File: src/hw/mixer_defines.svh
`ifndef MIXER_DEFINES_SVH
`define MIXER_DEFINES_SVH

// number of mono sources and its base-2 log.
`define MIX_NUM_CH      4
`define MIX_NUM_CH_LOG2 2

// frame length in clocks; must exceed 2*MIX_NUM_CH+7.
`define MIX_FS          256

// samples held per source FIFO as a power of two.
`define MIX_FIFO_DEPTH  4

// wishbone word address and data widths.
`define MIX_WB_AW       2
`define MIX_WB_DW       32

`endif

File: src/hw/mixer_pkg.sv
`include "mixer_defines.svh"

package mixer_pkg;

    typedef logic signed [23:0] sample_t; // one two's complement audio sample.

    typedef logic [15:0] vol_t; // unsigned Q1.15 gain where 0x8000 is unity.

    typedef struct packed {
        vol_t right; // upper halfword of the bus word.
        vol_t left;
    } vol_pair_t;

    typedef struct packed {
        logic                        valid;
        logic [`MIX_NUM_CH_LOG2-1:0] src;
        sample_t                     data;
    } src_push_t;

    typedef struct packed {
        logic                  cyc;
        logic                  stb;
        logic                  we;
        logic [`MIX_WB_AW-1:0] adr; // word address with one pair per source.
        logic [`MIX_WB_DW-1:0] dat;
    } wb_req_t;

    typedef struct packed {
        logic                  ack;
        logic [`MIX_WB_DW-1:0] dat;
    } wb_rsp_t;

endpackage

File: src/hw/mpemu_scale.sv
`timescale 1ns/10ps

module mpemu_scale (
    input  logic               clk,
    input  logic signed [23:0] mpcand_i,
    input  logic        [15:0] scale_i,
    output logic signed [23:0] mprod_o
);

    logic signed [23:0] s1_mpcand_q;
    logic        [7:0]  s1_scale_hi_q;
    logic signed [32:0] s1_pp_lo_q;
    logic signed [32:0] s2_pp_lo_q;
    logic signed [32:0] s2_pp_hi_q;
    logic signed [40:0] s3_sum_q;
    logic signed [23:0] s4_prod_q;

    // the low byte of the gain is multiplied first and the high byte a stage later.
    always_ff @(posedge clk) begin
        s1_mpcand_q   <= mpcand_i;
        s1_scale_hi_q <= scale_i[15:8];
        s1_pp_lo_q    <= mpcand_i * $signed({1'b0, scale_i[7:0]});
    end

    always_ff @(posedge clk) begin
        s2_pp_lo_q <= s1_pp_lo_q;
        s2_pp_hi_q <= s1_mpcand_q * $signed({1'b0, s1_scale_hi_q});
    end

    always_ff @(posedge clk) begin
        s3_sum_q <= $signed({s2_pp_hi_q, 8'd0}) + s2_pp_lo_q;
    end

    // the sum is shifted right by 15 and cut to 24 bits.
    always_ff @(posedge clk) begin
        s4_prod_q <= s3_sum_q[38:15];
    end

    assign mprod_o = s4_prod_q;

endmodule

File: src/hw/src_fifo.sv
`timescale 1ns/10ps
`include "mixer_defines.svh"

module src_fifo (
    input  logic               clk,
    input  logic               rst,
    input  logic               push_i,
    input  mixer_pkg::sample_t sample_i,
    input  logic               pop_i,
    output mixer_pkg::sample_t head_o,
    output logic               full_o
);

    localparam int DEPTH = `MIX_FIFO_DEPTH;
    localparam int PTR_W = $clog2(DEPTH);
    localparam int CNT_W = $clog2(DEPTH + 1);
    localparam logic [CNT_W-1:0] CNT_FULL = CNT_W'(DEPTH);

    mixer_pkg::sample_t mem [0:DEPTH-1];
    logic [PTR_W-1:0]   wr_ptr_q;
    logic [PTR_W-1:0]   rd_ptr_q;
    logic [CNT_W-1:0]   count_q;
    mixer_pkg::sample_t head_q;
    logic               empty;
    logic               do_push;
    logic               do_read;

    assign empty   = (count_q == '0);
    assign full_o  = (count_q == CNT_FULL);
    assign do_read = pop_i && !empty;
    assign do_push = push_i && (!full_o || pop_i); // a pop frees a slot in the same clock.

    always_ff @(posedge clk) begin
        if (do_push) begin
            mem[wr_ptr_q] <= sample_i;
        end
    end

    always_ff @(posedge clk) begin
        if (rst) begin
            wr_ptr_q <= '0;
            rd_ptr_q <= '0;
            count_q  <= '0;
        end else begin
            if (do_push) begin
                wr_ptr_q <= wr_ptr_q + 1'b1;
            end
            if (do_read) begin
                rd_ptr_q <= rd_ptr_q + 1'b1;
            end
            case ({do_push, do_read})
                2'b10:   count_q <= count_q + 1'b1;
                2'b01:   count_q <= count_q - 1'b1;
                default: count_q <= count_q;
            endcase
        end
    end

    // the head only moves on a frame pop, so the mixer sees it steady all frame.
    always_ff @(posedge clk) begin
        if (rst) begin
            head_q <= '0;
        end else if (pop_i) begin
            head_q <= empty ? '0 : mem[rd_ptr_q]; // underrun mixes as silence.
        end
    end

    assign head_o = head_q;

endmodule

File: src/hw/vol_regs.sv
`timescale 1ns/10ps
`include "mixer_defines.svh"

module vol_regs (
    input  logic                 clk,
    input  logic                 rst,
    input  mixer_pkg::wb_req_t   wb_req_i,
    output mixer_pkg::wb_rsp_t   wb_rsp_o,
    output mixer_pkg::vol_pair_t vol_o [0:`MIX_NUM_CH-1]
);

    localparam mixer_pkg::vol_t VOL_UNITY = 16'h8000;
    localparam mixer_pkg::vol_pair_t VOL_RESET = '{right: VOL_UNITY, left: VOL_UNITY};

    logic                  req_active;
    logic                  req_new;
    logic                  ack_q;
    logic [`MIX_WB_DW-1:0] rdata_q;
    mixer_pkg::vol_pair_t  vol_q [0:`MIX_NUM_CH-1];

    assign req_active = wb_req_i.cyc && wb_req_i.stb;
    assign req_new    = req_active && !ack_q; // no second ack while stb is still up.

    always_ff @(posedge clk) begin
        if (rst) begin
            ack_q <= 1'b0;
        end else begin
            ack_q <= req_new;
        end
    end

    always_ff @(posedge clk) begin
        if (rst) begin
            for (int i = 0; i < `MIX_NUM_CH; i++) begin
                vol_q[i] <= VOL_RESET;
            end
        end else if (req_new && wb_req_i.we) begin
            vol_q[wb_req_i.adr] <= wb_req_i.dat;
        end
    end

    always_ff @(posedge clk) begin
        if (req_new) begin
            rdata_q <= vol_q[wb_req_i.adr];
        end
    end

    assign wb_rsp_o = '{ack: ack_q, dat: rdata_q};
    assign vol_o    = vol_q;

endmodule

File: src/hw/mixer.sv
`timescale 1ns/10ps
`include "mixer_defines.svh"

module mixer (
    input  logic                   clk, // 24.576 MHz audio clock.
    input  logic                   rst,
    output logic [`MIX_NUM_CH-1:0] pop_o,
    input  mixer_pkg::sample_t     data_i [0:`MIX_NUM_CH-1],
    input  mixer_pkg::vol_pair_t   vol_i [0:`MIX_NUM_CH-1],
    input  logic [1:0]             pop_i,
    output mixer_pkg::sample_t     data_o,
    output logic [1:0]             ack_o
);

    localparam int PHASE_W   = $clog2(`MIX_FS);
    localparam int SLOT_W    = `MIX_NUM_CH_LOG2 + 1;
    localparam int NUM_SLOTS = 2 * `MIX_NUM_CH;
    localparam logic [PHASE_W-1:0] PHASE_END = PHASE_W'(`MIX_FS - 1);
    localparam logic [PHASE_W-1:0] SLOT_END  = PHASE_W'(NUM_SLOTS);
    localparam logic [PHASE_W-1:0] MAC_DELAY = PHASE_W'(6);

    logic [PHASE_W-1:0]          phase_q;
    logic                        pop_q;
    logic [SLOT_W-1:0]           slot;
    logic [`MIX_NUM_CH_LOG2-1:0] slot_src;
    mixer_pkg::vol_pair_t        slot_vol;
    mixer_pkg::sample_t          data_mux_q;
    mixer_pkg::vol_t             vol_mux_q;
    mixer_pkg::sample_t          prod;
    mixer_pkg::sample_t          prod_q;
    logic [PHASE_W-1:0]          mac_phase;
    logic                        mac_sel;
    mixer_pkg::sample_t          acc_q [0:1];
    mixer_pkg::sample_t          out_q [0:1];
    logic                        chsel_q;
    logic [1:0]                  ack_q;

    always_ff @(posedge clk) begin
        if (rst) begin
            phase_q <= '0;
        end else if (phase_q == PHASE_END) begin
            phase_q <= '0;
        end else begin
            phase_q <= phase_q + 1'b1;
        end
    end

    // high during the last phase so the heads change right at the frame boundary.
    always_ff @(posedge clk) begin
        if (rst) begin
            pop_q <= 1'b0;
        end else begin
            pop_q <= (phase_q == PHASE_END - 1'b1);
        end
    end

    assign pop_o = {`MIX_NUM_CH{pop_q}};

    // even slots take the left gain and odd slots the right gain of source slot/2.
    assign slot     = phase_q[SLOT_W-1:0];
    assign slot_src = slot[SLOT_W-1:1];
    assign slot_vol = vol_i[slot_src];

    always_ff @(posedge clk) begin
        if (rst) begin
            data_mux_q <= '0;
            vol_mux_q  <= '0;
        end else if (phase_q < SLOT_END) begin
            data_mux_q <= data_i[slot_src];
            vol_mux_q  <= slot[0] ? slot_vol.right : slot_vol.left;
        end else begin
            data_mux_q <= '0;
            vol_mux_q  <= '0;
        end
    end

    mpemu_scale i_scale (
        .clk      (clk),
        .mpcand_i (data_mux_q),
        .scale_i  (vol_mux_q),
        .mprod_o  (prod)
    );

    // one more register brings slot k to the adder in phase k+6.
    always_ff @(posedge clk) begin
        prod_q <= prod;
    end

    assign mac_phase = phase_q - MAC_DELAY;
    assign mac_sel   = mac_phase[0];

    // the sum wraps modulo 2^24.
    always_ff @(posedge clk) begin
        if (phase_q == '0) begin
            acc_q[0] <= '0;
            acc_q[1] <= '0;
        end else begin
            acc_q[mac_sel] <= acc_q[mac_sel] + prod_q;
        end
    end

    always_ff @(posedge clk) begin
        if (rst) begin
            out_q[0] <= '0;
            out_q[1] <= '0;
        end else if (phase_q == PHASE_END) begin
            out_q[0] <= acc_q[0];
            out_q[1] <= acc_q[1];
        end
    end

    // left wins when both sides are requested.
    always_ff @(posedge clk) begin
        if (rst) begin
            ack_q   <= 2'b00;
            chsel_q <= 1'b0;
        end else begin
            ack_q <= 2'b00;
            if (pop_i[0]) begin
                chsel_q <= 1'b0;
                ack_q   <= 2'b01;
            end else if (pop_i[1]) begin
                chsel_q <= 1'b1;
                ack_q   <= 2'b10;
            end
        end
    end

    assign data_o = out_q[chsel_q];
    assign ack_o  = ack_q;

endmodule

File: src/hw/mixer_top.sv
`timescale 1ns/10ps
`include "mixer_defines.svh"

module mixer_top (
    input  logic                   clk,
    input  logic                   rst,
    input  mixer_pkg::wb_req_t     wb_req_i,
    output mixer_pkg::wb_rsp_t     wb_rsp_o,
    input  mixer_pkg::src_push_t   src_push_i,
    output logic [`MIX_NUM_CH-1:0] src_full_o,
    input  logic [1:0]             snk_pop_i,
    output mixer_pkg::sample_t     snk_data_o,
    output logic [1:0]             snk_ack_o
);

    localparam int SRC_W = `MIX_NUM_CH_LOG2;

    logic [`MIX_NUM_CH-1:0] fifo_push;
    logic [`MIX_NUM_CH-1:0] fifo_pop;
    mixer_pkg::sample_t     fifo_head [0:`MIX_NUM_CH-1];
    mixer_pkg::vol_pair_t   vol_pair [0:`MIX_NUM_CH-1];

    generate
        for (genvar g = 0; g < `MIX_NUM_CH; g++) begin : g_src
            // only the FIFO named by the source index sees the push.
            assign fifo_push[g] = src_push_i.valid && (src_push_i.src == SRC_W'(g));

            src_fifo i_fifo (
                .clk      (clk),
                .rst      (rst),
                .push_i   (fifo_push[g]),
                .sample_i (src_push_i.data),
                .pop_i    (fifo_pop[g]),
                .head_o   (fifo_head[g]),
                .full_o   (src_full_o[g])
            );
        end
    endgenerate

    vol_regs i_vol_regs (
        .clk      (clk),
        .rst      (rst),
        .wb_req_i (wb_req_i),
        .wb_rsp_o (wb_rsp_o),
        .vol_o    (vol_pair)
    );

    mixer i_mixer (
        .clk    (clk),
        .rst    (rst),
        .pop_o  (fifo_pop),
        .data_i (fifo_head),
        .vol_i  (vol_pair),
        .pop_i  (snk_pop_i),
        .data_o (snk_data_o),
        .ack_o  (snk_ack_o)
    );

endmodule

File: config.mk
export PLATFORM = sky130hd
export DESIGN_NAME = mixer_top
export DESIGN_NICKNAME = d
export VERILOG_FILES = /design/src/hw/mixer_pkg.sv /design/src/hw/mpemu_scale.sv /design/src/hw/src_fifo.sv /design/src/hw/vol_regs.sv /design/src/hw/mixer.sv /design/src/hw/mixer_top.sv
export VERILOG_INCLUDE_DIRS = /design/src /design/src/hw
export SDC_FILE = /design/constraint.sdc
export NUM_CORES = 2
export LEC_CHECK = 0
export BUFFER_PORTS_ARGS = -buffer_cell sky130_fd_sc_hd__buf_4
export CORE_UTILIZATION = 50
export DETAILED_ROUTE_END_ITERATION = 8
export PLACE_DENSITY = 0.65
export SKIP_LAST_GASP = 1
export SYNTH_ARGS = -nofsm -noshare
export SYNTH_HDL_FRONTEND = slang
export SYNTH_HIERARCHICAL = 1
export SYNTH_SLANG_ARGS = --single-unit
File: constraint.sdc
create_clock -name clk -period 14.5 [get_ports clk]
set_clock_uncertainty 0.05 [all_clocks]
set_input_delay 0.725 -clock clk [delete_from_list [all_inputs] [get_ports clk]]
set_output_delay 0.725 -clock clk [all_outputs]
set_load 0.05 [all_outputs]
Word level (Yosys, flattened, before mapping)
Memories as Yosys holds them, arrays and structs flattened. A register that Yosys moved wholly into a read port is not among the register bits.
Cells that the tools add are included.
- register bits: 553
- bits in writable memories: 480
- input bits: 68
- output and inout port bits: 63
- logic and storage cells: 192
- memories kept: 6
- memories (name ; words ; width ; read ports ; clocked after Yosys merged registers in ; write ports ; line ; source):
    g_src[0].i_fifo.mem ; 4 ; 24 ; 1 ; 1 ; 1 ; src_fifo.sv:19 ; mixer_pkg::sample_t mem [0:DEPTH-1];
    g_src[1].i_fifo.mem ; 4 ; 24 ; 1 ; 1 ; 1 ; src_fifo.sv:19 ;
    g_src[2].i_fifo.mem ; 4 ; 24 ; 1 ; 1 ; 1 ; src_fifo.sv:19 ;
    g_src[3].i_fifo.mem ; 4 ; 24 ; 1 ; 1 ; 1 ; src_fifo.sv:19 ;
    i_mixer.acc_q ; 2 ; 24 ; 3 ; 0 ; 2 ; mixer.sv:33 ; mixer_pkg::sample_t acc_q [0:1];
    i_mixer.out_q ; 2 ; 24 ; 1 ; 1 ; 2 ; mixer.sv:34 ; mixer_pkg::sample_t out_q [0:1];
- $add $sub $neg: 20
- multipliers: 2
- magnitude comparators: 4
- equality and inequality tests: 17
- mux-type cells: 54
- bitwise gates (word level): 5
- reduce and logical (&&, ||, !) cells: 43
- operators by type and width (kind ; number):
    two-way mux 24 bit ; 9
    two-way mux 32 bit ; 5
    binary-select mux 32 bit (select 2 bit) ; 2
    bitwise mux 128 bit ; 1
    demux 32 bit (select 2 bit) ; 1
    binary-select mux 24 bit (select 2 bit) ; 1
    adder 39 x 33 -> 39 bit ; 1
    multiplier 24 x 9 -> 33 bit ; 1
    multiplier 24 x 9 -> 31 bit ; 1
    adder 24 bit ; 1
    one-hot mux 3 bit (2 select lines) ; 4
    OR reduction 24 bit ; 1
    two-way mux 1 bit ; 21
    two-way mux 2 bit ; 9
    adder 2 x 1 -> 2 bit (second input constant) ; 8
    equality test 8 bit (second input constant) ; 2
    logical AND 1 bit ; 16
    two-way mux 16 bit ; 1
    adder 3 x 1 -> 3 bit (second input constant) ; 4
    equality test 2 bit (second input constant) ; 6
    equality test 3 bit (second input constant) ; 4
    zero test 3 bit ; 4
    subtractor 3 x 1 -> 3 bit (second input constant) ; 4
    equality test 2 x 1 -> 1 bit (second input constant) ; 5
    other kinds (14) ; 33

Longest topological paths before layout
- depth after elaboration: 6
- mapped depth: 19
- depth with buffers taken out: 18

Modules after synthesis
The synthesis kept the hierarchy.
- by module, submodules not included (module ; times used ; cells each ; area each (µm²) ; sequential area each (µm²)):
    src_fifo ; 4 ; 232 ; 4719.5 ; 3543.4
    mpemu_scale ; 1 ; 1823 ; 17147.7 ; 3223.1
    mixer ; 1 ; 718 ; 8978.6 ; 4424.2
    vol_regs ; 1 ; 571 ; 6902.9 ; 3543.4
    mixer_top ; 1 ; 4 ; 37.5 ; 0.0

Worst setup path after synthesis
No wires, ideal clock.
- kind: reg2reg
- from: register i_mixer.i_scale.s1_scale_hi_q[0]
- to: register i_mixer.i_scale.s2_pp_hi_q[29]
- setup time: 0.106 ns
- arrival: 4.914 ns
- required time: 14.344 ns
- setup slack: 9.430 ns
- stages on the path, launching flop included: 19
- buffers on the path: 1
- period minus slack after synthesis: 5.070 ns
- cells stage by stage: dfxtp_1 -> clkbuf_1 -> nand2_1 -> fa_1 -> inv_1 -> fa_1 -> fa_1 -> inv_1 -> fa_1 -> inv_1 -> ha_1 -> and3_1 -> and2_1 -> a221oi_1 -> a21boi_0 -> o211ai_1 -> a41o_1 -> or4b_1 -> o311ai_0
- cells in the longest elaborated chain, start to end: 1
- RTL lines (element ; line ; source):
    start: declaration ; mpemu_scale.sv:11 ; logic [7:0] s1_scale_hi_q;
    start signal: assignment ; mpemu_scale.sv:21 ; s1_scale_hi_q <= scale_i[15:8];
    multiplier 24 x 9 -> 31 bit ; mpemu_scale.sv:27 ; s2_pp_hi_q <= s1_mpcand_q * $signed({1'b0, s1_scale_hi_q});
    end signal: assignment ; mpemu_scale.sv:27 ;
    end: declaration ; mpemu_scale.sv:14 ; logic signed [32:0] s2_pp_hi_q;
Every way passes these cells.
A chain may end at the register's enable or synchronous reset.

Worst setup path after layout
Ends and elaborated chain as after synthesis.

==> impl_results.md <==
* Tot GR Track Use at between 20% and 30%
* CTS tree: yes
* Asr flop ratio synth at 0%
* Synthesized Nets at 4,609
* Nets at 4,716
* Initial antenna violation count at 0
* Worst slew pin tran at around 1200 ps
* Post-synthesis cell area at 0.0519 mm²
* Max FO, Critical Path at 24
* Worst-path clk slew at 60 ps
* Final Hold Viols at 0
* Synth Instances at between 4,000 and 5,000
* Hold Path Origin: snk_pop_i[0]
* Worst r2r src: i_mixer/i_scale/s1_scale_hi_q[0]$_DFF_P_
* Reg2reg path depth at 17
* CTS root buf: clkbuf_16
* Antenna-violating nets left at 0
* CTS resizes at 0
* Layout cells sized above 1 at 14.6%
* Fin crit share at 40.1%
* Slowest cell on crit path: dfxtp_1
* Cts hold-fix bufs at 0
* GPL Wtd Cong at between 0.8 and 0.9
* I/O Buffers at 130
* Initial detailed-routing violation count at 1,780
* Fin. max-slew vios at 0
* Clock period minus worst slack at 5810 ps
* Top area cells in the synthesized netlist: edfxtp_1 30%, dfxtp_1 19%, fa_1 12%
* WHS Endpoint: i_mixer/chsel_q$_SDFFE_PP0P_
* Unique masters post-synth at 90
* Hold Path Depth at 2
* Yosys reg bits at around 1,000
* DR WL/cell at approximately 19 µm
* Vias after detailed routing at 30,300
* TNS Setup at 0 ps
* Synth top cells by count: 512 x edfxtp_1, 499 x dfxtp_1, 451 x inv_1, 299 x fa_1, 281 x nand2_1
* I/O pin total at 131
* Setup slack, reg-to-reg at roughly 8700 ps
* Synthesis-to-finish area growth at 10.9%
* Fin cells at approximately 5,600
* Placed cells at 5,413
* Worst rel slew slack at between 20% and 30%
* Worst reg2reg path endpoint: i_mixer/i_scale/s2_pp_hi_q[29]$_DFF_P_
* Fillers at 8,331
* Die Ht at 324 µm
* CP Capture Type: flop
* CP Buf/Inv Count at 3
* Vias in the first global route at just over 30,000
* Detailed-router iteration count before antenna repair at 5
* Power Density at 106 mW/mm²
* Crit-path leading delay family: adder cells
* H-tree depth at 3
* Setup violators final at 0
* Initial Utilization at 50.8%
* GR Util met2 at between 30% and 40%
* Peak supply drop at 0.107 mV
* Die area at 0.105 mm²
* Total CTS buffers at ~100
* CP most frequent cell: fa_1
* Wire length of the first global-routing pass at 174 mm
* Post-Route WL at 109 mm
* Unrepaired setup endpoints after global routing: no
* YS warnings at 6
* Diodes inserted at 0
* Met3 Resource Use GR at 2.72%
* Critical path startpoint category: flop
* Clock Sink Count at 1,011
* Clock tree buffer depth at 3
* Max_cap viols at 0
* WS Path Type: flop to flop
* Post-CTS Setup Inserts at 0
* Critical Path AT at 6340 ps
* CORE AREA at slightly above 0.1 mm²
* Crit path cell chain: nand2_1, fa_1, inv_1, fa_1, fa_1, inv_1, fa_1, inv_1, ha_1, a21oi_1, o21ai_0, a221oi_1, a21boi_0, o211ai_1, a41o_1, or4b_1, o311ai_0
* CP Data Required Time at 15,030 ps
* Total Power at 6.12 mW
* Status: completed
* Vias per inst at 5.41
* F_max at between 0.15 and 0.2 GHz
* Setup ws final at 8690 ps
* Residual DRC at 0
* Most common cell in the netlist: edfxtp_1
* Mean Syn Cell Area at 12.8 µm²
* GR Overflow Total at 0
* Sequential cell area fraction in the yosys report at 48.8%
* Slowest stage delay, CP at 920 ps
* Synth Flop Type: edfxtp_1
* FP Rows at 117
* Top Usage Layer GRT: met2
* Leakage at 23.8 nW
* Post-synth top area share at ~30%
* Clk Latency, worst-skew pair at 690 ps
* Chip Width at 324 µm
* Post-synth EDFFs at 512
* Fin Hold WS at 180 ps
* DP Worst Slack at 8640 ps
* Hold Path Class: primary input to flop
* Leading area contributor after synthesis: edfxtp_1
* Dpl hpwl at 75.1 mm
* GR Layer Usage met1 at 27.5%
* Largest net degree at the start of global routing at 99
power breakdown:
group	internal (mW)	switching, mW
logic	0.100	0.180
clock network	1.62	1.14
registers	3.05	0.0285
total	4.77	1.35
worst max-delay path by stage:
stage               cells after the start                                     end  slack, ps                                      from
floorplan                              18  i_mixer/i_scale/s2_pp_hi_q[29]$_DFF_P_       9430  i_mixer/i_scale/s1_scale_hi_q[0]$_DFF_P_
global placement                       17  i_mixer/i_scale/s2_pp_hi_q[29]$_DFF_P_       8800  i_mixer/i_scale/s1_scale_hi_q[0]$_DFF_P_
detailed placement                     17  i_mixer/i_scale/s2_pp_hi_q[29]$_DFF_P_       8640  i_mixer/i_scale/s1_scale_hi_q[0]$_DFF_P_
CTS                                    17  i_mixer/i_scale/s1_pp_lo_q[32]$_DFF_P_       8670           i_mixer/vol_mux_q[1]$_SDFF_PP0_
global route                           17  i_mixer/i_scale/s2_pp_hi_q[29]$_DFF_P_       8260  i_mixer/i_scale/s1_scale_hi_q[0]$_DFF_P_
finish                                 17  i_mixer/i_scale/s2_pp_hi_q[29]$_DFF_P_       8690  i_mixer/i_scale/s1_scale_hi_q[0]$_DFF_P_
placed cells by master, fill, tap and decap left out, types with 111 or more instances in the layout:
cell type	n
edfxtp_1	512
dfxtp_1	496
inv_1	451
fa_1	299
nand2_1	281
and2_1	256
ha_1	198
buf_4	169
mux4_2	166
nor2_1	140
nand2b_1	134
mux2i_1	114
clkbuf_16	111
logic make-up (layout without fill, tap and decap cells):
group,count (synthesis),after routing,share of synthesized area [%]
muxes,349,349,11.4
DFF,1011,1011,48.8
adders and majority gates,497,497,16.3
and+or+nand+nor,1019,1019,10.5
xor gates and xnor gates,98,98,1.65
AOI/OAI and AO/OA,448,448,6.12
buffers and inverters,622,820,5.22
stage by stage:
stage	instance area [µm²]	util [%]
after global placement	54000	52.8
after detailed placement	54000	52.8
after floorplan	51900	-
after global routing	57600	56.3
after CTS	57600	56.3
final	57600	56.3
state kept, by name, summed over array words and instances, names as in the netlist, 2 cells and up, named ones only:
register and cells:
i_mixer/i_scale/s3_sum_q 24, i_mixer/i_scale/mprod_o 24, g_src.i_fifo/mem 384, g_src.i_fifo/rd_ptr_q 8
i_mixer/i_scale/s1_scale_hi_q 8, i_mixer/prod_q 24, i_mixer/ack_o 2, i_mixer/i_scale/s2_pp_lo_q 25
g_src.i_fifo/head_o 96, i_mixer/phase_q 8, i_mixer/acc_q 48, i_mixer/i_scale/s2_pp_hi_q 31
i_mixer/i_scale/s1_mpcand_q 24, i_vol_regs/vol_o 128, i_mixer/data_mux_q 24, i_vol_regs/rdata_q 32
i_mixer/i_scale/s1_pp_lo_q 25, i_mixer/vol_mux_q 16, i_mixer/out_q 48, g_src.i_fifo/count_q 12
g_src.i_fifo/wr_ptr_q 8
routing by layer:
layer	part of all wire, %	vias up
li1	-	14200
met1	44	15300
met2	50	700
met3	4.5	166
met4	2.4	0
met5	0	-
final cells by class:
| cell class | instances | area [µm²] | area share, % |
|---|---|---|---|
| Clock buffer | 157 | 3170 | 5.51 |
| Inverter | 453 | 1710 | 2.97 |
| Multi-Input combinational cell | 2411 | 23900 | 41.5 |
| Sequential cell | 1011 | 25400 | 44.0 |
| Tap cell | 1368 | 1710 | 2.97 |
| Timing Repair Buffer | 170 | 1280 | 2.22 |
| Clock inverter | 40 | 473 | 0.821 |
Power figures use the tool's default switching activity.
